===== src/common/mem_pkg.sv =====
package mem_pkg;

    // ------------------------------------------------------------
    // Geometry of the byte-addressed data memory
    // ------------------------------------------------------------
    localparam int ADDR_BITS   = 8;                   // 256 bytes of storage.
    localparam int LANE_BITS   = 8;                   // One byte per lane.
    localparam int LANES       = 4;                   // Four lanes make a word.
    localparam int BUSY_CYCLES = 3;                   // RAM busy time after an access.

    typedef logic [ADDR_BITS-1:0]         addr_t;     // Byte address.
    typedef logic [LANES*LANE_BITS-1:0]   word_t;     // Full data word.
    typedef logic [LANE_BITS-1:0]         lane_t;     // One byte lane.
    typedef logic [LANES-1:0]             byte_en_t;  // One enable per lane.
    typedef logic [1:0]                   size_t;     // Access size code.
    typedef logic [1:0]                   busy_cnt_t; // Holds up to BUSY_CYCLES.

    // ------------------------------------------------------------
    // Access size codes
    // ------------------------------------------------------------
    // Lane 0 always carries the byte at the base address, so a half
    // uses lanes 0 and 1 and a word uses every lane.
    localparam size_t SIZE_BYTE = 2'd0;
    localparam size_t SIZE_HALF = 2'd1;
    localparam size_t SIZE_WORD = 2'd2;

    // ------------------------------------------------------------
    // Sequencer states
    // ------------------------------------------------------------
    typedef enum logic [1:0] {
        IDLE   = 2'd0,                                // Ready for a command.
        ACCESS = 2'd1,                                // Strobes are out to the RAM.
        WAIT   = 2'd2                                 // Waiting for the RAM to go idle.
    } seq_state_t;

endpackage

===== src/verilog/access_sequencer.sv =====
`timescale 1ns/1ps

module access_sequencer (
    input  logic                clk,
    input  logic                rst_n,
    input  logic                cmd_strobe,
    input  logic                cmd_write,
    input  mem_pkg::size_t      cmd_size,
    input  logic                cmd_unsigned,
    input  mem_pkg::addr_t      cmd_addr,
    input  mem_pkg::word_t      cmd_wdata,
    input  logic                ram_busy,
    output logic                chip_select,
    output logic                write_enable,
    output logic                output_enable,
    output mem_pkg::byte_en_t   byte_enable,
    output mem_pkg::addr_t      address,
    output mem_pkg::word_t      write_data,
    output logic                load_strobe,
    output mem_pkg::size_t      load_size,
    output logic                load_unsigned,
    output logic                busy
);

    import mem_pkg::*;

    seq_state_t state;
    logic       accept;                              // A command is taken at this edge.

    // Byte enables for an access that starts at lane 0.
    function automatic byte_en_t size_to_lanes(input size_t size);
        case (size)
            SIZE_BYTE: size_to_lanes = byte_en_t'(4'b0001);
            SIZE_HALF: size_to_lanes = byte_en_t'(4'b0011);
            default:   size_to_lanes = '1;           // SIZE_WORD and the spare code.
        endcase
    endfunction

    assign accept = (state == IDLE) && cmd_strobe;   // Strobes in other states are dropped.
    assign busy   = (state != IDLE);

    // ------------------------------------------------------------
    // Control FSM and access strobes
    // ------------------------------------------------------------
    always_ff @(posedge clk) begin
        if (!rst_n) begin
            state         <= IDLE;
            chip_select   <= 1'b0;
            write_enable  <= 1'b0;
            output_enable <= 1'b0;
            byte_enable   <= '0;
            load_strobe   <= 1'b0;
        end else begin
            case (state)
                IDLE: begin
                    if (accept) begin
                        state         <= ACCESS;
                        chip_select   <= 1'b1;
                        write_enable  <= cmd_write;
                        output_enable <= !cmd_write;
                        byte_enable   <= size_to_lanes(cmd_size);
                        load_strobe   <= !cmd_write; // Only loads produce a result.
                    end
                end
                ACCESS: begin
                    state         <= WAIT;           // Strobes last exactly one cycle.
                    chip_select   <= 1'b0;
                    write_enable  <= 1'b0;
                    output_enable <= 1'b0;
                    byte_enable   <= '0;
                    load_strobe   <= 1'b0;
                end
                WAIT: begin
                    if (!ram_busy) begin
                        state <= IDLE;
                    end
                end
                default: state <= IDLE;
            endcase
        end
    end

    // The command payload is captured with the accepting edge.
    always_ff @(posedge clk) begin
        if (accept) begin
            address       <= cmd_addr;
            write_data    <= cmd_wdata;
            load_size     <= cmd_size;
            load_unsigned <= cmd_unsigned;
        end
    end

endmodule


===== config.mk =====
export PLATFORM = sky130hd
export DESIGN_NAME = access_sequencer
export DESIGN_NICKNAME = d
export VERILOG_FILES = /design/src/common/mem_pkg.sv /design/src/verilog/access_sequencer.sv
export SDC_FILE = /design/constraint.sdc
export NUM_CORES = 1
export LEC_CHECK = 0
export BUFFER_PORTS_ARGS = -buffer_cell sky130_fd_sc_hd__buf_2
export CAP_MARGIN = 0
export CELL_PAD_IN_SITES_DETAIL_PLACEMENT = 1
export CELL_PAD_IN_SITES_GLOBAL_PLACEMENT = 2
export CORE_UTILIZATION = 26
export DETAILED_ROUTE_END_ITERATION = 8
export GPL_ROUTABILITY_DRIVEN = 0
export PLACE_DENSITY = 0.72
export SETUP_SLACK_MARGIN = 0.1
export SLEW_MARGIN = 0
export SYNTH_ARGS = -nofsm -noshare
export SYNTH_HDL_FRONTEND = slang
export SYNTH_SLANG_ARGS = --single-unit

===== constraint.sdc =====
create_clock -name clk -period 2 [get_ports clk]
set_input_delay 0.1 -clock clk [delete_from_list [all_inputs] [get_ports clk]]
set_output_delay 0.1 -clock clk [all_outputs]
set_load 0.03 [all_outputs]

==> flow_results.org, run 1 <==
** Worst hold path
- Counting instances, the worst hold path has a depth of 1.
- The min-delay analysis places its worst path in the category in -> reg.

** Clock tree
- Buffers inserted by post-CTS timing repair :: 0
- The H-tree was split into 2 levels.
- Resized Gates After CTS :: 0
- At the later pin of the worst-skew pair, clock insertion delay measures 300 ps.
- TritonCTS built the clock tree.
- CTS placed an instance of sky130_fd_sc_hd__clkbuf_8 at the clock tree root.
- Cts bufs inserted :: 5
- The clock drives 50 sinks.
- Clock Pin Slew Worst Setup and Hold Paths :: 80 ps
- The clock passes through at most 2 buffers.

** Global routing
- Across every metal layer, demand over resource in global routing totals 0.133.
- Antenna violations before repair :: 1
- Number of global-route vias before repair :: 1226
- The first global-routing pass estimated 6200 um of wire.
- Pin count of the biggest net entering global routing :: 44
- Remaining Overflow, GRT :: 0

** Floorplan
- Floorplan row count :: 28
- 100 I/O pins were placed.
- In this run the standard cell core region covers 0.00596 mm^2.
- Measured along the y axis, the die boundary spans 80.6 um.
- Die Outline Area :: 0.00650 mm^2
- The initial utilization of the core area, before any placement, comes to 0.270.
- The die is 80.6 um wide.

** Detailed routing
- Number of design rule violations left after detail routing :: 0
- Initial detailed-routing violation count :: 34
- The routed layout has 1214 vias.
- Total wire length after detailed routing :: 4340 um
- Dividing the detail-routed via count by the number of cells gives 4.06.
- The first detailed-routing pass took 3 iterations.
- Antenna-violating nets left :: 0
- In the final routed layout, each cell accounts on average for 14.5 um.

** Setup path
- In this run the worst path has a maximum fanout of 43.
- Type of destination of the critical path :: flop
- For the worst setup path, the data required time is 1990 ps.
- Number of cells on the worst reg-to-reg path :: 3
- Type of the setup path with the least slack :: reg -> reg
- For the worst setup path, the data arrival time is 1460 ps.
- Startpoint types :: flop

** Power and ir drop
- Peak supply drop :: 0.299 mV
- Leakage :: 1.16 nW
- Summing internal, switching and leakage power gives 2.32 mW.
- Power density relative to cell area :: 852 mW/mm^2

** Yosys
- By instance count, the leading cell after synthesis is sky130_fd_sc_hd__edfxtp_1.
- Summed over all instances, the cell type with the most area after synthesis is sky130_fd_sc_hd__edfxtp_1.
- Counting distinct cell types in the post-synthesis netlist gives 20.
- Yosys mapped a number of flops with a built-in enable equal to 43.
- The most used flip-flop cell after synthesis is sky130_fd_sc_hd__edfxtp_1.
- Summing every instance area after synthesis gives 0.00161 mm^2.
- Syn Inst Count :: 77
- Yosys printed 0 warnings.
- Counting instances in the post-synthesis netlist gives the leading cell types as sky130_fd_sc_hd__edfxtp_1 (43), sky130_fd_sc_hd__dfxtp_1 (7), sky130_fd_sc_hd__nand2_1 (5).
- Averaged over all synthesized cells, the footprint is 20.9 um^2.
- Top post-synthesis cells by area :: sky130_fd_sc_hd__edfxtp_1 (80%), sky130_fd_sc_hd__dfxtp_1 (8.7%), sky130_fd_sc_hd__buf_4 (1.4%), sky130_fd_sc_hd__nand2_1 (1.2%), sky130_fd_sc_hd__o22ai_1 (1.2%)
- Of the post-synthesis cell area, the dominant cell type holds 0.804.
- Counting flops with an async set or reset pin after synthesis yields a share of 0.
- Counting flops and latches in the post-synthesis netlist gives 50.
- The share of the Yosys chip area taken by registers is 0.891.
- Synthesized net count :: 125

** Cells and area
- Footprint of the multi-input gates :: 145 um^2
- Layout fillers :: 645
- Summing all flip-flop and latch instances after layout gives 0.00143 mm^2.
- Area of all placed cells without fillers :: 0.00272 mm^2
- At the end of the flow, the number of nets in the layout was 270.
- Ratio of cells with drive above 1 in the final layout :: 0.498
- Area growth from synthesis to layout :: 69.5%

** STA
- Max Clock Freq :: 679 MHz
- Worst max-slew margin expressed relative to the limit :: 0.824
- The final-report max-slew violation count is 0.
- For the finished layout, the period the worst path requires is 1470 ps.
- The number of hold-slack violations in the final timing report was 0.
- For the pin with the worst max-slew slack, the measured transition is 261 ps.
- Final setup violating endpoints :: 0
- Setup repair after global routing left no endpoint under its margin.
- Setup total negative slack on the finished layout was measured at 0 ps.
- Clock Skews :: 3.04 ps
- Final Cycle Share :: 0.737
- Final hold analysis gives a worst-case slack of 12.6 ps.
- Final worst slack :: 526 ps

** Outcome
- Run status :: finished, final reports clean

** Placed design
- Summed over all nets, the half-perimeter wirelength after detailed placement is 2990 um.
- OpenSTA, run right after detailed placement, puts the worst setup slack at 540 ps.
- Instance area after placement :: 0.00219 mm^2
- Buffers added on ports :: 99

** Job
- Across the run, the number of max-cap violations was 0.
==> routing by layer <==
metal / global-route usage / vias to the layer above / routed length (um)
li1: - / 577 / -
met1: 0.146 / 559 / 1680
met2: 0.229 / 71 / 2140
met3: 0.0477 / 7 / 451
met4: 0.0589 / 0 / 70
met5: 0 / - / 0
==> state kept, by name, summed over array words and instances (netlist names) <==
register and flops:
load_size 2, write_data 32, load_strobe 1, address 8, write_enable 1, state 2
byte_enable 3, load_unsigned 1
==> final cells by class <==
| cell class | count | share of cell area |
|---|---|---|
| clock inverter | 2 | 0.0138 |
| sequential | 50 | 0.526 |
| tap | 75 | 0.0345 |
| antenna | 1 | 0.000919 |
| inverter | 1 | 0.00138 |
| clock buffer | 6 | 0.0267 |
| multi-input combinational | 22 | 0.0533 |
| timing repair buffer | 142 | 0.344 |
==> through the flow <==
| step | utilization | std cells |
|---|---|---|
| finish | 0.457 | 299 |
| global placement | 0.368 | 248 |
| CTS | 0.457 | 298 |
| global route | 0.457 | 299 |
| floorplan | - | 77 |
| detailed placement | 0.368 | 248 |
==> cell families (layout without fill, tap and decap cells) <==
logic type	after synthesis	after routing	share of synthesized area
and+or+nand+nor	14	14	0.0530
AOI/OAI and AO/OA	8	8	0.0374
other	0	1	0
DFF	50	50	0.891
buffers and inverters	5	151	0.0187
==> final timing paths <==
| kind | end | slack [ps] | startpoint |
|---|---|---|---|
| worst max-delay path | write_data[30] | 530 | state[0] |
| worst min-delay path | load_size[1] | 10 | cmd_size[1] |
| worst max register to register | write_data[30] | 530 | state[0] |
| worst min register to register | byte_enable[1] | 490 | byte_enable[1] |
==> power by group <==
group	switching (mW)	total, mW	internal, mW
logic	0.237	0.390	0.153
registers	0.0233	1.24	1.21
clock network	0.319	0.692	0.373
total	0.579	2.32	1.74
==> worst max-delay path: stages, from the launching register on <==
cell	delay (ps)
sky130_fd_sc_hd__dfxtp_1	380
sky130_fd_sc_hd__or3b_4	450
sky130_fd_sc_hd__inv_2	90
sky130_fd_sc_hd__buf_12	230
==> cells in the final DEF, fill, tap and decap left out, types with 2 or more instances in the layout <==
master | netlist | final
sky130_fd_sc_hd__buf_2 | 0 | 99
sky130_fd_sc_hd__edfxtp_1 | 43 | 43
sky130_fd_sc_hd__dlygate4sd3_1 | 0 | 42
sky130_fd_sc_hd__dfxtp_1 | 7 | 7
sky130_fd_sc_hd__nand2_1 | 5 | 5
sky130_fd_sc_hd__clkbuf_8 | 0 | 5
sky130_fd_sc_hd__o22ai_1 | 3 | 3
sky130_fd_sc_hd__and2_1 | 2 | 2
==> timing repair <==
item,4_1_cts,5_1_grt
setup endpoints to repair,0,0
hold buffers,42,0
endpoints found under the hold margin,42,0
Note: power is estimated with default switching activity, not from simulation.
==> inputs of run 2 (changes only) <==
Clock period 2 ns to 1.5 ns, I/O delays scaled along.
==> flow_results.org, run 2 (synthesized netlist as in run 1, its figures left out) <==
** Clock tree
- Root Buffer Master :: sky130_fd_sc_hd__clkbuf_8
- Deepest level of the CTS H-tree :: 2
- Clock Pin Slew Worst Setup and Hold Paths :: 80 ps
- Later-pin clock latency in the skew report :: 290 ps
- The clock passes through at most 2 buffers.
- TritonCTS built the clock tree.
- Clock tree synthesis found a total of 50 sinks.
- Buffers inserted by post-CTS timing repair :: 0
- Cts bufs inserted :: 5

** Floorplan
- Die Outline Area :: 0.00650 mm^2
- The floorplan has 28 rows.
- Placeable core region :: 0.00596 mm^2
- Measured along the x axis, the die boundary spans 80.6 um.
- Die Ht :: 80.6 um
- Io pins :: 100
- Starting density of the core :: 0.270

** Global routing
- Number of global-route vias before repair :: 1292
- For this run the aggregate overflow at the end of global routing stands at 0.
- The initial antenna violation count was 0.
- Wire length of the first global-routing pass :: 6690 um
- Global-route total usage across every layer :: 0.146
- Entering global routing, the biggest net connects 22 pins.

** STA
- Setup TNS after final layout :: 0 ps
- The smallest clock period supported by the final layout is computed as 1360 ps.
- Timing would allow up to 737 MHz.
- Measured against its own limit, the worst slew margin works out to 0.824.
- Transition time at the pin with the least slew margin :: 260 ps
- Final Cycle Share :: 0.904
- Final setup violating endpoints :: 0
- The final-report max-slew violation count was 0.
- The clock arrives with 6.22 ps of skew.
- The number of hold-slack violations in the final timing report was 0.
- Setup repair after global routing missed its margin :: false

** Setup path
- The critical path starts at state[1].
- Worst setup slack for register-to-register paths :: 140 ps
- In this run the critical register-to-register path is captured at write_data[18].
- In this run the critical register-to-register path is launched from state[1].
- Along the worst path, the maximum fanout reaches 21.
- In this run the worst setup path terminates at write_data[18].
- Number of cells on the worst reg-to-reg path :: 3
- The worst setup path is of the reg -> reg kind.
- Type of destination of the critical path :: flop
- Arrival time reported for the critical path endpoint :: 1360 ps
- Data on the critical path is required at its endpoint by 1500 ps.
- Startpoint types :: flop

** Cells and area
- After routing the design area is 0.00274 mm^2.
- In the final layout, the multi-input gates occupy 145 um^2.
- The register with the most flip-flops in the layout has 32 of them.
- Layout Cells excl Fill :: 301
- Ratio of cells with drive above 1 in the final layout :: 0.504
- Layout fillers :: 650
- More flip-flops sit in one register than any other, and that register is write_data.
- Combined flip-flop and latch cell area :: 0.00143 mm^2
- The library cell used most frequently in the layout, excluding fill and tap cells, is sky130_fd_sc_hd__buf_2.
- Most frequent cells in the layout :: sky130_fd_sc_hd__buf_2 (99), sky130_fd_sc_hd__edfxtp_1 (43), sky130_fd_sc_hd__dlygate4sd3_1 (43)
- At the end of the flow the core is filled with cells to 0.460.
- The final layout contains 273 nets.
- The largest registers in the layout are write_data (32), address (8), byte_enable (3).
- 0 antenna diodes ended up in the layout.
- Area growth from synthesis to layout :: 70.5%

** Power and ir drop
- Peak supply drop :: 0.434 mV
- Power density relative to cell area :: 1070 mW/mm^2
- Leakage :: 1.17 nW

** Outcome
- The flow ran to the end, and the final reports show no timing, DRC or antenna violations.

** Placed design
- Buffers added on ports :: 99
- In this run, placement finished with an instance count of 250.
- Summing all placed instances gives a cell area of 0.00222 mm^2.
- The HPWL after detailed placement is 2970 um.

** Detailed routing
- The first routing iteration left 27 violations.
- Mean number of vias per cell :: 4.13
- Vias after detailed routing :: 1243
- The final layout contains routed wiring with a total length of 4830 um.
- Drt pass-1 iters :: 4
- Routed wirelength normalized by instance count :: 16.0 um
- The count of nets left with antenna violations once routing finished came out at 0.
- Number of design rule violations left after detail routing :: 0

** Job
- Maximum capacitance violations :: 0

** Worst hold path
- Kind of path behind the tightest hold check :: in -> reg
run 2: worst min-delay path by stage:
stage	start	end	slack, ps	cells after the start
after detailed placement	cmd_addr[4]	address[4]	250	1
after global routing	cmd_write	write_enable	80	3
after CTS	cmd_write	write_enable	50	3
final	cmd_write	write_enable	60	3
after floorplan	cmd_addr[0]	address[0]	170	0
after global placement	cmd_wdata[25]	write_data[25]	250	1
run 2: critical path: stages (launching register included):
cell and delay (ps):
sky130_fd_sc_hd__dfxtp_2 360, sky130_fd_sc_hd__or3b_4 420, sky130_fd_sc_hd__inv_6 120, sky130_fd_sc_hd__buf_12 170
run 2: final cells by class:
cell class / instances / area share
clock inverters: 3 / 0.00594
clock buffers: 5 / 0.0251
multi-input cells: 22 / 0.0530
inverters: 1 / 0.00320
flip-flops and latches: 50 / 0.523
well taps: 75 / 0.0343
repair buffers: 145 / 0.355
run 2: power breakdown:
group	leakage, nW	switching (mW)	total [mW]	internal, mW
sequential	0.470	0.0330	1.65	1.62
combinational	0.660	0.327	0.545	0.218
clock	0.0416	0.418	0.738	0.320
total	1.17	0.778	2.93	2.16
run 2: metal layers:
layer  vias to the layer above  GRT usage  wire [um]
li1                        583          -          -
met1                       590      0.151       1820
met4                         0     0.0536         26
met5                         -          0          0
met3                         2     0.0432        469
met2                        68      0.276       2510
run 2: metrics by stage:
| stage | setup slack (ps) | power [mW] | hold slack, ps |
|---|---|---|---|
| after CTS | 112 | 2.94 | 51.9 |
| after global placement | 150 | 2.12 | 252 |
| final | 144 | 2.93 | 56.3 |
| after detailed placement | 124 | 2.13 | 253 |
| after global routing | 102 | 3.05 | 78.2 |
| after floorplan | 151 | 1.95 | 174 |
run 2: timing repair:
item,in CTS,in global routing
hold buffers,43,0
resized for setup,0,1
hold endpoints to repair,43,0
setup endpoints to repair,0,38
