### src/common/mem_pkg.sv
package mem_pkg;

    // ------------------------------------------------------------
    // Geometry of the byte-addressed data memory
    // ------------------------------------------------------------
    localparam int ADDR_BITS   = 8;                   // 256 bytes of storage.
    localparam int LANE_BITS   = 8;                   // One byte per lane.
    localparam int LANES       = 4;                   // Four lanes make a word.
    localparam int BUSY_CYCLES = 3;                   // RAM busy time after an access.

    typedef logic [ADDR_BITS-1:0]         addr_t;     // Byte address.
    typedef logic [LANES*LANE_BITS-1:0]   word_t;     // Full data word.
    typedef logic [LANE_BITS-1:0]         lane_t;     // One byte lane.
    typedef logic [LANES-1:0]             byte_en_t;  // One enable per lane.
    typedef logic [1:0]                   size_t;     // Access size code.
    typedef logic [1:0]                   busy_cnt_t; // Holds up to BUSY_CYCLES.

    // ------------------------------------------------------------
    // Access size codes
    // ------------------------------------------------------------
    // Lane 0 always carries the byte at the base address, so a half
    // uses lanes 0 and 1 and a word uses every lane.
    localparam size_t SIZE_BYTE = 2'd0;
    localparam size_t SIZE_HALF = 2'd1;
    localparam size_t SIZE_WORD = 2'd2;

    // ------------------------------------------------------------
    // Sequencer states
    // ------------------------------------------------------------
    typedef enum logic [1:0] {
        IDLE   = 2'd0,                                // Ready for a command.
        ACCESS = 2'd1,                                // Strobes are out to the RAM.
        WAIT   = 2'd2                                 // Waiting for the RAM to go idle.
    } seq_state_t;

endpackage
### src/verilog/load_unit.sv
`timescale 1ns/1ps

module load_unit (
    input  logic                clk,
    input  logic                rst_n,
    input  logic                load_strobe,
    input  mem_pkg::size_t      load_size,
    input  logic                load_unsigned,
    input  mem_pkg::word_t      read_data,
    output logic                load_done,
    output mem_pkg::word_t      load_data
);

    import mem_pkg::*;

    logic   pend_strobe;                             // Load strobe lined up with read_data.
    size_t  pend_size;
    logic   pend_unsigned;
    word_t  aligned;                                 // Extended result before the register.

    // ------------------------------------------------------------
    // Stage 1 waits for the RAM read register
    // ------------------------------------------------------------
    always_ff @(posedge clk) begin
        if (!rst_n) begin
            pend_strobe <= 1'b0;
        end else begin
            pend_strobe <= load_strobe;
        end
    end

    always_ff @(posedge clk) begin
        pend_size     <= load_size;
        pend_unsigned <= load_unsigned;
    end

    // Sign or zero extension of the low byte or half.
    always_comb begin
        case (pend_size)
            SIZE_BYTE: aligned = pend_unsigned
                ? word_t'(read_data[LANE_BITS-1:0])
                : word_t'($signed(read_data[LANE_BITS-1:0]));
            SIZE_HALF: aligned = pend_unsigned
                ? word_t'(read_data[2*LANE_BITS-1:0])
                : word_t'($signed(read_data[2*LANE_BITS-1:0]));
            default:   aligned = read_data;          // Words pass straight through.
        endcase
    end

    // ------------------------------------------------------------
    // Stage 2 holds the result register and the done pulse
    // ------------------------------------------------------------
    always_ff @(posedge clk) begin
        if (!rst_n) begin
            load_done <= 1'b0;
        end else begin
            load_done <= pend_strobe;                // One cycle per load.
        end
    end

    always_ff @(posedge clk) begin
        if (pend_strobe) begin
            load_data <= aligned;
        end
    end

endmodule

### config.mk
export PLATFORM = sky130hd
export DESIGN_NAME = load_unit
export DESIGN_NICKNAME = d
export VERILOG_FILES = /design/src/common/mem_pkg.sv /design/src/verilog/load_unit.sv
export SDC_FILE = /design/constraint.sdc
export NUM_CORES = 1
export LEC_CHECK = 0
export BUFFER_PORTS_ARGS = -buffer_cell sky130_fd_sc_hd__buf_2
export CORE_UTILIZATION = 37
export DETAILED_ROUTE_END_ITERATION = 8
export GPL_TIMING_DRIVEN = 0
export MAX_ROUTING_LAYER = met4
export PLACE_DENSITY = 0.69
export SKIP_LAST_GASP = 1
export SLEW_MARGIN = 15
export SYNTH_ARGS = -nofsm -noshare
export SYNTH_HDL_FRONTEND = slang
export SYNTH_SLANG_ARGS = --single-unit
### constraint.sdc
create_clock -name clk -period 1.7 [get_ports clk]
set_input_delay 0.34 -clock clk [delete_from_list [all_inputs] [get_ports clk]]
set_output_delay 0.34 -clock clk [all_outputs]
set_load 0.05 [all_outputs]
==> summary.md, run 1 <==
| Metric | Value |
|---|---|
| Post-CTS Hold Buffers | `0` |
| Max-cap check violation count | `0` |
| Worst path buffer plus inverter count | `2` |
| Kind of critical path | `reg2reg` |
| R2R Setup Slk | `0.21 ns` |
| Compound-Gate Fraction of Synth Area | `8.719%` |
| Worst slew pin tran | `0.7524 ns` |
| Global-route wire length before repair | `4250 um` |
| Post_cts resized | `0` |
| DR pass1 iterations | `4` |
| CTS Buf Count | `5` |
| Final #Nets | `213` |
| Final Cycle Share | `87.42%` |
| CP Max Fanout | `10` |
| Initial drt markers | `46` |
| Worst Setup End Kind | `flip-flop` |
| Clk pin slew, worst setup/hold paths | `0.07 ns` |
| Sequential Power Share | `56.3%` |
| Register area | `0.001062 mm^2` |
| Post-CTS Setup Inserts | `0` |
| Final setup violation count | `0` |
| Initial Util | `40.02%` |
| Via count | `1011` |
| Layout cells sized above 1 | `47.43%` |
| CP required | `1.72 ns` |
| Num rows | `21` |
| CP peak stage delay | `0.32 ns` |
| DRC viols | `0` |
| Crit path cell chain | `buf_4 -> mux2i_4 -> clkbuf_1 -> o21ai_0` |
| Hold Violations, Final | `0` |
| Worst Hold End | `pend_unsigned` |
| Crit Reg-Reg Endpoint | `load_data[23]` |
| Normalized max-slew margin | `49.84%` |
| Vias per inst | `4.575` |
| CTS Sinks | `37` |
| Mapped cell area | `0.001378 mm^2` |
| Post-Synthesis Cells | `98` |
| All-layer global routing usage | `14.98%` |
| Syn_nets | `136` |
| Mux contribution to synthesized area | `1.635%` |
| Post-Synth XOR/XNOR Area | `0%` |
| Area of the multi-input gates | `265.3 um^2` |
| Worst flop-to-flop path startpoint | `pend_size[0]` |
| Switching power total | `0.4921 mW` |
| Setup_tns | `0 ns` |
| Flops & latches, synth | `37` |
| Hold path startpoint | `load_unsigned` |
| Simple-gate share of the synthesized area | `8.901%` |
| Power density cells | `1014 mW/mm^2` |
| Largest net degree at the start of global routing | `34` |
| Initial antenna violation count | `0` |
| Placed cells | `214` |
| Final Max Tran Viols | `0` |
| Die X | `63.02 um` |
| WHS Path Cells | `1` |
| CP arrival | `1.50 ns` |
| Cell variety after synth | `13` |
| Worst clock skew | `0.005682 ns` |
| # fillers | `286` |
| Most frequent cells in the layout | `buf_2 (71), edfxtp_1 (32), o21ai_0 (24), nand2_1 (24), clkbuf_8 (5)` |
| Die area | `0.003971 mm^2` |
| Switch share | `26.04%` |
| GR Overflow Total | `0` |
| TritonCTS clock tree | `done` |
| Slowest stage cell, crit path | `mux2i_4` |
| CP delay by family, top | `buffers and inverters` |
| Reg2Reg Depth | `4` |
| Total power | `1.890 mW` |
| # diodes | `0` |
| Die Ht | `63.02 um` |
| CTS root buf | `clkbuf_8` |
| Outcome | `complete, no violations` |
| Min-delay worst type | `in2reg` |
| Leakage power | `0.8132 nW` |
| Ports | `71` |
| Comb pwr share | `14.5%` |
| Clk pwr share | `29.2%` |
| Mean Syn Cell Area | `14.06 um^2` |
| CTS max path bufs | `2` |
| Combinational family with the most area after synthesis | `simple AND/OR/NAND/NOR gates` |
| Port bufs | `70` |
| Total wire length | `2748 um` |
| DR WL/cell | `12.43 um` |
| CORE AREA | `0.003442 mm^2` |
| Placer Congestion | `0.7786` |
| Fmax | `672.9 MHz` |
| CP startpoint kind | `flip-flop` |
| Vias in the first global route | `924` |
| HPWL after DPL | `1985 um` |
| Layout area overhead | `35.24%` |
| Max VDD drop | `0.4280 mV` |
| RSZ-0062 raised after global routing | `false` |
| Count of non-filler cells in the finished layout | `221` |
| Post-Synth Adder-Cell Area | `0%` |
| Post-synthesis sequential area ratio | `77.02%` |
| Commonest non-fill, non-tap cell in the layout | `buf_2` |
| ANT nets after route | `0` |
| Pint | `1.398 mW` |
| H-tree levels | `2` |
| Ys Warns | `0` |
| Latest clock arrival within the worst-skew pair | `0.28 ns` |
| Tmin final | `1.486 ns` |
## synth_stat cells, drive strengths merged
cell type,number,share of area (%)
o21ai,24,8.7
edfxtp,32,70
clkbuf,4,1.2
or2,1,0.45
and2,2,0.91
dfxtp,5,7.3
mux2i,1,1.6
buf,4,2.5
nand2,24,6.5
or4b,1,1.0
## flip-flops by register name, summed over array words and instances, names as in the netlist
name / count
load_data: 32
load_done: 1
pend_size: 2
pend_strobe: 1
pend_unsigned: 1
## routing by layer
metal	up-vias	share of wire (%)	track usage (%)
met3	10	6.7	6.022
li1	499	-	-
met1	454	43	17.60
met4	0	3.6	7.849
met5	-	0	-
met2	48	47	21.91
## stage by stage
stage / hold slack (ns) / setup WS [ns] / instance area, um^2 / util [%]
2_1_floorplan: 0.3677 / 0.3312 / 1378 / -
3_3_place_gp: 0.4435 / 0.09526 / 1785 / 51.87
3_5_place_dp: 0.4436 / 0.2318 / 1787 / 51.91
4_1_cts: 0.1446 / 0.2239 / 1863 / 54.13
5_1_grt: 0.1475 / 0.08963 / 1863 / 54.13
6_report: 0.1550 / 0.2139 / 1863 / 54.13
## kinds of logic after synthesis
family / after synthesis
DFF: 37
muxes: 1
AOI/OAI and AO/OA: 24
buffers and inverters: 8
and+or+nand+nor: 28
## area by class of cell
cell class	count	area share, %
Timing Repair Buffer	70	18.80
Clock inverter	1	0.2015
Sequential cell	37	57.02
Multi-Input combinational cell	53	14.24
Buffer	8	2.754
Tap cell	46	3.089
Clock buffer	6	3.895
## power groups by stage
stage	Clock, mW	Combinational (mW)	Sequential (mW)
2_1_floorplan	0	0.0591	1.21
3_3_place_gp	0	0.271	1.08
4_1_cts	0.565	0.276	1.06
5_1_grt	0.592	0.293	1.07
3_5_place_dp	0	0.276	1.08
6_report	0.551	0.274	1.06
## worst max path at each step
stage,from,end,slack [ns],cells after the start
4_1_cts,pend_size[0],load_data[25],0.22,4
2_1_floorplan,pend_strobe,load_data[0],0.33,0
3_5_place_dp,pend_size[0],load_data[25],0.23,4
3_3_place_gp,pend_strobe,load_data[2],0.1,0
5_1_grt,pend_size[0],load_data[20],0.09,4
6_report,pend_size[0],load_data[23],0.21,4
(Power assumes the default switching activity.)
==> run 2: changes to the inputs <==
--- a/config.mk
+++ b/config.mk
@@ -10,7 +10,7 @@
 export DETAILED_ROUTE_END_ITERATION = 8
 export GPL_TIMING_DRIVEN = 0
 export MAX_ROUTING_LAYER = met4
-export PLACE_DENSITY = 0.69
+export PLACE_DENSITY = 0.67
 export SKIP_LAST_GASP = 1
 export SLEW_MARGIN = 15
 export SYNTH_ARGS = -nofsm -noshare
==> run 2 against run 1 <==
  * Clock skew decreased by 0.0028 ns
  * Utilization increased by 0.18 points
  * Die area unchanged
  * Clock power increased by 3%
  * Highest routed layer unchanged
==> summary.md, run 2 (synthesis results as in run 1) <==
| Metric | Value |
|---|---|
| R2R Setup Slk | `0.24 ns (+0.03 ns)` |
| Die area | `0.003971 mm^2 (unchanged)` |
| CP arrival | `1.48 ns (-0.02 ns)` |
| H-tree levels | `2 (unchanged)` |
| Final hold slack | `0.1512 ns (-0.003882 ns)` |
| Normalized max-slew margin | `53.53% (+3.7 points)` |
| Post_cts resized | `0 (unchanged)` |
| CP startpoint kind | `flip-flop` |
| Worst clock skew | `0.002927 ns (-0.002754 ns)` |
| Wire length on met3 | `238 um (+29%)` |
| Placer Congestion | `0.7971 (+2.4%)` |
| CP required | `1.72 ns (about the same)` |
| Most frequent cells in the layout | `buf_2 (71), edfxtp_1 (32), o21ai_0 (24), nand2_1 (24), clkbuf_8 (5)` |
| CP delay by family, top | `buffers and inverters` |
| Worst path buffer plus inverter count | `2 (unchanged)` |
| Min-delay worst type | `in2reg` |
| RSZ-0062 raised after global routing | `false` |
| Setup_tns | `0 ns (unchanged)` |
| Max VDD drop | `0.5101 mV (+19%)` |
| Kind of critical path | `reg2reg` |
| Initial Util | `40.02% (unchanged)` |
| Hold Violations, Final | `0 (unchanged)` |
| Ports | `71 (unchanged)` |
| HPWL after DPL | `1918 um (-3.4%)` |
| CTS root buf | `clkbuf_8` |
| Final Max Tran Viols | `0 (unchanged)` |
| Placed cells | `214 (unchanged)` |
| Worst slew pin tran | `0.6970 ns (-0.05543 ns)` |
| Num rows | `21 (unchanged)` |
| # fillers | `318 (+11%)` |
| Post-CTS Setup Inserts | `0 (unchanged)` |
| CTS max path bufs | `2 (unchanged)` |
| Largest net degree at the start of global routing | `34 (unchanged)` |
| Register name with the most flops | `load_data` |
| ANT nets after route | `0 (unchanged)` |
| Layout cells sized above 1 | `48.30% (+0.87 points)` |
| CP peak stage delay | `0.31 ns (about the same)` |
| Crit path cell chain | `buf_4 -> mux2i_4 -> clkbuf_1 -> o21ai_0` |
| Layout area overhead | `35.69%` |
| # diodes | `0 (unchanged)` |
| Leakage power | `0.8195 nW (+0.77%)` |
| Area of the multi-input gates | `265.3 um^2 (unchanged)` |
| Stages on the worst setup path | `4 (unchanged)` |
| Outcome | `complete, no violations` |
| Initial antenna violation count | `0 (unchanged)` |
| CTS Buf Count | `5 (unchanged)` |
| Port bufs | `70 (unchanged)` |
| Register area | `0.001062 mm^2 (unchanged)` |
| M1 WL | `992 um (-16%)` |
| Max-cap check violation count | `0 (unchanged)` |
| TritonCTS clock tree | `done` |
| Largest regs | `load_data: 32 flops, pend_size: 2 flops` |
| Reg2Reg Depth | `4 (unchanged)` |
| Die Ht | `63.02 um (unchanged)` |
| Fmax | `685.1 MHz (+1.8%)` |
| DR WL/cell | `11.62 um (-6.6%)` |
| Slowest stage cell, crit path | `dfxtp_1` |
| Worst Setup EP | `load_data[25]` |
| Final Cycle Share | `85.86% (-1.6 points)` |
| GR Overflow Total | `0 (unchanged)` |
| Count of non-filler cells in the finished layout | `222 (+0.45%)` |
| Clk pin slew, worst setup/hold paths | `0.07 ns (about the same)` |
| Power density cells | `1017 mW/mm^2 (+0.29%)` |
| Critical path origin | `pend_size[0]` |
| Crit Reg-Reg Endpoint | `load_data[25]` |
| Total wire length | `2579 um (-6.1%)` |
| Final setup violation count | `0 (unchanged)` |
| DR pass1 iterations | `4 (unchanged)` |
| CTS Sinks | `37 (unchanged)` |
| Die X | `63.02 um (unchanged)` |
| Vias in the first global route | `996 (+7.8%)` |
| Worst Setup End Kind | `flip-flop` |
| Met2 wire length | `1238 um (-3.8%)` |
| Top layer reached by signal wires | `met4` |
| All-layer global routing usage | `15.05% (+0.077 points)` |
| Initial drt markers | `47 (+2.2%)` |
| CORE AREA | `0.003442 mm^2 (unchanged)` |
| DRC viols | `0 (unchanged)` |
| Tmin final | `1.460 ns (-0.02647 ns)` |
| Vias per inst | `4.441 (-2.9%)` |
| Max FFs per register | `32 (unchanged)` |
| Commonest non-fill, non-tap cell in the layout | `buf_2` |
| Global-route wire length before repair | `4202 um (-1.1%)` |
| Worst flop-to-flop path startpoint | `pend_size[0]` |
| CP Max Fanout | `10 (unchanged)` |
| Via count | `986 (-2.5%)` |
| Final #Nets | `213 (unchanged)` |
| Post-CTS Hold Buffers | `0 (unchanged)` |
| Latest clock arrival within the worst-skew pair | `0.28 ns (about the same)` |
[run 2: changes by cell type in the layout (fill, tap and decap cells not counted)]
cell	delta
clkinv_2	+2
clkinv_1	-1
[run 2: where the power goes]
group | switching, mW | internal [mW] | leakage (nW)
Clock | 0.283 | 0.283 | 0.0450
Sequential | 0.0223 | 1.04 | 0.347
Combinational | 0.191 | 0.0819 | 0.428
Total | 0.497 | 1.41 | 0.819
[run 2: stage by stage]
stage	utilization [%]	setup slack [ns]	cell area (um^2)	total power, mW
final	54.31	0.2404	1869	1.902
after global routing	54.31	0.06638	1869	1.979
after CTS	54.31	0.2044	1869	1.928
after detailed placement	51.91	0.2196	1787	1.359
after global placement	51.87	0.1015	1785	1.353
after floorplan	-	0.3312	1378	1.267
[run 2: worst min-delay path by stage]
stage | start | endpoint | slack (ns) | depth (start not counted)
3_5_place_dp | load_size[1] | pend_size[1] | 0.44 | 1
2_1_floorplan | load_size[0] | pend_size[0] | 0.37 | 0
3_3_place_gp | load_size[1] | pend_size[1] | 0.44 | 1
5_1_grt | load_size[1] | pend_size[1] | 0.14 | 1
6_report | load_size[1] | pend_size[1] | 0.15 | 1
4_1_cts | load_size[1] | pend_size[1] | 0.14 | 1
[run 2: cell type report]
class,count,area share (%)
Clock inverter,2,0.5355
Buffer,8,2.744
Sequential cell,37,56.83
Clock buffer,6,3.882
Timing Repair Buffer,70,18.74
Tap cell,46,3.079
Multi-Input combinational cell,53,14.19
[run 2: worst register-to-register path, cell delays in order (launching register included)]
cell      delay [ns]
dfxtp_1         0.31
buf_4           0.16
mux2i_4         0.30
clkbuf_1        0.29
o21ai_0         0.13
[run 2: routing by layer]
metal / global-route usage [%] / vias up
li1: - / 499
met1: 15.57 / 424
met2: 22.85 / 53
met3: 5.474 / 10
met4: 12.21 / 0
met5: - / -
==> run 3: changes to the inputs <==
--- a/config.mk
+++ b/config.mk
@@ -11,6 +11,7 @@
 export GPL_TIMING_DRIVEN = 0
 export MAX_ROUTING_LAYER = met4
 export PLACE_DENSITY = 0.67
+export RECOVER_POWER = 50
 export SKIP_LAST_GASP = 1
 export SLEW_MARGIN = 15
 export SYNTH_ARGS = -nofsm -noshare
==> run 3 against run 2 <==
  * Combinational power is 4% lower
  * Die area stayed put
  * Global-route usage stayed put
  * Via count is 0.71% higher
  * Worst hold slack hardly changed
  * Final cell count stayed put
  * Critical path type unchanged
  * Critical endpoint unchanged
==> summary.md, run 3 (synthesis results as in run 1) <==
| Metric | Value |
|---|---|
| Initial drt markers | `43 (-8.5%)` |
| Clk pin slew, worst setup/hold paths | `0.07 ns (about the same)` |
| CP Max Fanout | `10 (unchanged)` |
| Count of non-filler cells in the finished layout | `222 (unchanged)` |
| Post-CTS Setup Inserts | `0 (unchanged)` |
| Post_cts resized | `0 (unchanged)` |
| Final #Nets | `213 (unchanged)` |
| Total power | `1.895 mW (-0.38%)` |
| Total wire length | `2679 um (+3.9%)` |
| DRC viols | `0 (unchanged)` |
| GRT met3 Usage | `5.474% (unchanged)` |
| Outcome | `complete, no violations` |
| Die Ht | `63.02 um (unchanged)` |
| Most frequent cells in the layout | `buf_2 (43), clkbuf_1 (33), edfxtp_1 (32)` |
| Hold Violations, Final | `0 (unchanged)` |
| Final Cycle Share | `85.83% (about the same)` |
| CP arrival | `1.48 ns (about the same)` |
| Vias in the first global route | `996 (unchanged)` |
| Final Max Tran Viols | `0 (unchanged)` |
| Via count | `993 (+0.71%)` |
| H-tree levels | `2 (unchanged)` |
| Min-delay worst type | `in2reg` |
| ANT nets after route | `0 (unchanged)` |
| Final hold slack | `0.1509 ns (-0.0002900 ns)` |
| CTS Buf Count | `5 (unchanged)` |
| Worst flop-to-flop path startpoint | `pend_size[0]` |
| Largest net degree at the start of global routing | `34 (unchanged)` |
| GR peak layer | `met2` |
| Fmax | `685.3 MHz (about the same)` |
| Normalized max-slew margin | `51.67% (-1.9 points)` |
| Tmin final | `1.459 ns (-0.0004960 ns)` |
| Initial Util | `40.02% (unchanged)` |
| Hold path startpoint | `load_size[1]` |
| Register name with the most flops | `load_data` |
| Max VDD drop | `0.5075 mV (-0.52%)` |
| CP required | `1.72 ns (about the same)` |
| Post-CTS Hold Buffers | `0 (unchanged)` |
| Power density cells | `1037 mW/mm^2 (+1.9%)` |
| Worst Setup End Kind | `flip-flop` |
| Num rows | `21 (unchanged)` |
| Global-route wire length before repair | `4202 um (unchanged)` |
| Max FFs per register | `32 (unchanged)` |
| Port bufs | `70 (unchanged)` |
| Fin area | `0.001827 mm^2 (-2.3%)` |
| HPWL after DPL | `1918 um (unchanged)` |
| Placed cells | `214 (unchanged)` |
| CORE AREA | `0.003442 mm^2 (unchanged)` |
| R2R Setup Slk | `0.24 ns (about the same)` |
| CTS root buf | `clkbuf_8` |
| Placed Instance Area | `0.001787 mm^2 (unchanged)` |
| TritonCTS clock tree | `done` |
| RSZ-0062 raised after global routing | `false` |
| Final setup violation count | `0 (unchanged)` |
| Final core utilization | `53.07% (-1.2 points)` |
| Kind of critical path | `reg2reg` |
| CTS Sinks | `37 (unchanged)` |
| Initial antenna violation count | `0 (unchanged)` |
| Max-cap check violation count | `0 (unchanged)` |
| Layout cells sized above 1 | `31.82% (-16 points)` |
| # diodes | `0 (unchanged)` |
| Ports | `71 (unchanged)` |
| Met1 Use GR | `15.57% (unchanged)` |
| DR WL/cell | `12.07 um (+3.9%)` |
| Die area | `0.003971 mm^2 (unchanged)` |
| Worst clock skew | `0.002475 ns (-0.0004519 ns)` |
| Post-route setup slack | `0.2409 ns (+0.0004960 ns)` |
| Latest clock arrival within the worst-skew pair | `0.28 ns (about the same)` |
| Vias per inst | `4.473 (+0.71%)` |
| All-layer global routing usage | `15.05% (unchanged)` |
| Placer Congestion | `0.7971 (unchanged)` |
| DR pass1 iterations | `4 (unchanged)` |
| Layout area overhead | `32.61%` |
| CTS max path bufs | `2 (unchanged)` |
| Worst slew pin tran | `0.7250 ns (+0.02800 ns)` |
| Die X | `63.02 um (unchanged)` |
| Met2 usage | `22.85% (unchanged)` |
| Setup_tns | `0 ns (unchanged)` |
| CP startpoint kind | `flip-flop` |
| Largest regs | `load_data: 32 flops, pend_size: 2 flops` |
| Crit Reg-Reg Endpoint | `load_data[25]` |
| Worst Hold End | `pend_size[1]` |
| WHS Path Cells | `1 (unchanged)` |
| GR Overflow Total | `0 (unchanged)` |
| Commonest non-fill, non-tap cell in the layout | `buf_2` |
| DP Worst Slack | `0.2196 ns (unchanged)` |
| Reg2Reg Depth | `4 (unchanged)` |
| Leakage power | `0.7325 nW (-11%)` |
-- run 3: changes by cell type in the layout (fill, tap and decap cells not counted), sizes merged --
cell,previous run,this run
clkbuf,10,39
buf,74,45
-- run 3: final cells by class --
type                       count  area [um^2]
buffer                         8        43.79
clock buffer                   6        72.57
clock inverter                 2        10.01
fill                         328         1615
multi-input combinational     53        265.3
sequential                    37         1062
tap                           46        57.56
timing repair buffer          70        315.3
-- run 3: how the worst max path moves through the flow --
| stage | startpoint | cells after the start | slack (ns) | to |
|---|---|---|---|---|
| after floorplan | pend_strobe | 0 | 0.33 | load_data[0] |
| after global placement | pend_strobe | 0 | 0.10 | load_data[5] |
| after detailed placement | pend_size[0] | 4 | 0.22 | load_data[25] |
| after CTS | pend_size[0] | 4 | 0.20 | load_data[25] |
| after global routing | pend_size[0] | 4 | 0.07 | load_data[22] |
| final | pend_size[0] | 4 | 0.24 | load_data[25] |
-- run 3: metal layers --
metal	share of wire, %	vias up	wire [um]
li1	-	499	-
met1	41	433	1100
met2	46	50	1226
met5	0	-	0
met3	8.9	11	238
met4	4.3	0	114
-- run 3: worst max-delay path: stages, from the launching register on --
cell and delay (ns):
dfxtp_1 0.31, buf_4 0.16, mux2i_4 0.30, clkbuf_1 0.29, o21ai_0 0.13
-- run 3: report_power, final --
group	internal [mW]	switching [mW]	leakage (nW)
combinational	0.0714	0.192	0.341
sequential	1.04	0.0238	0.347
clock	0.283	0.284	0.0450
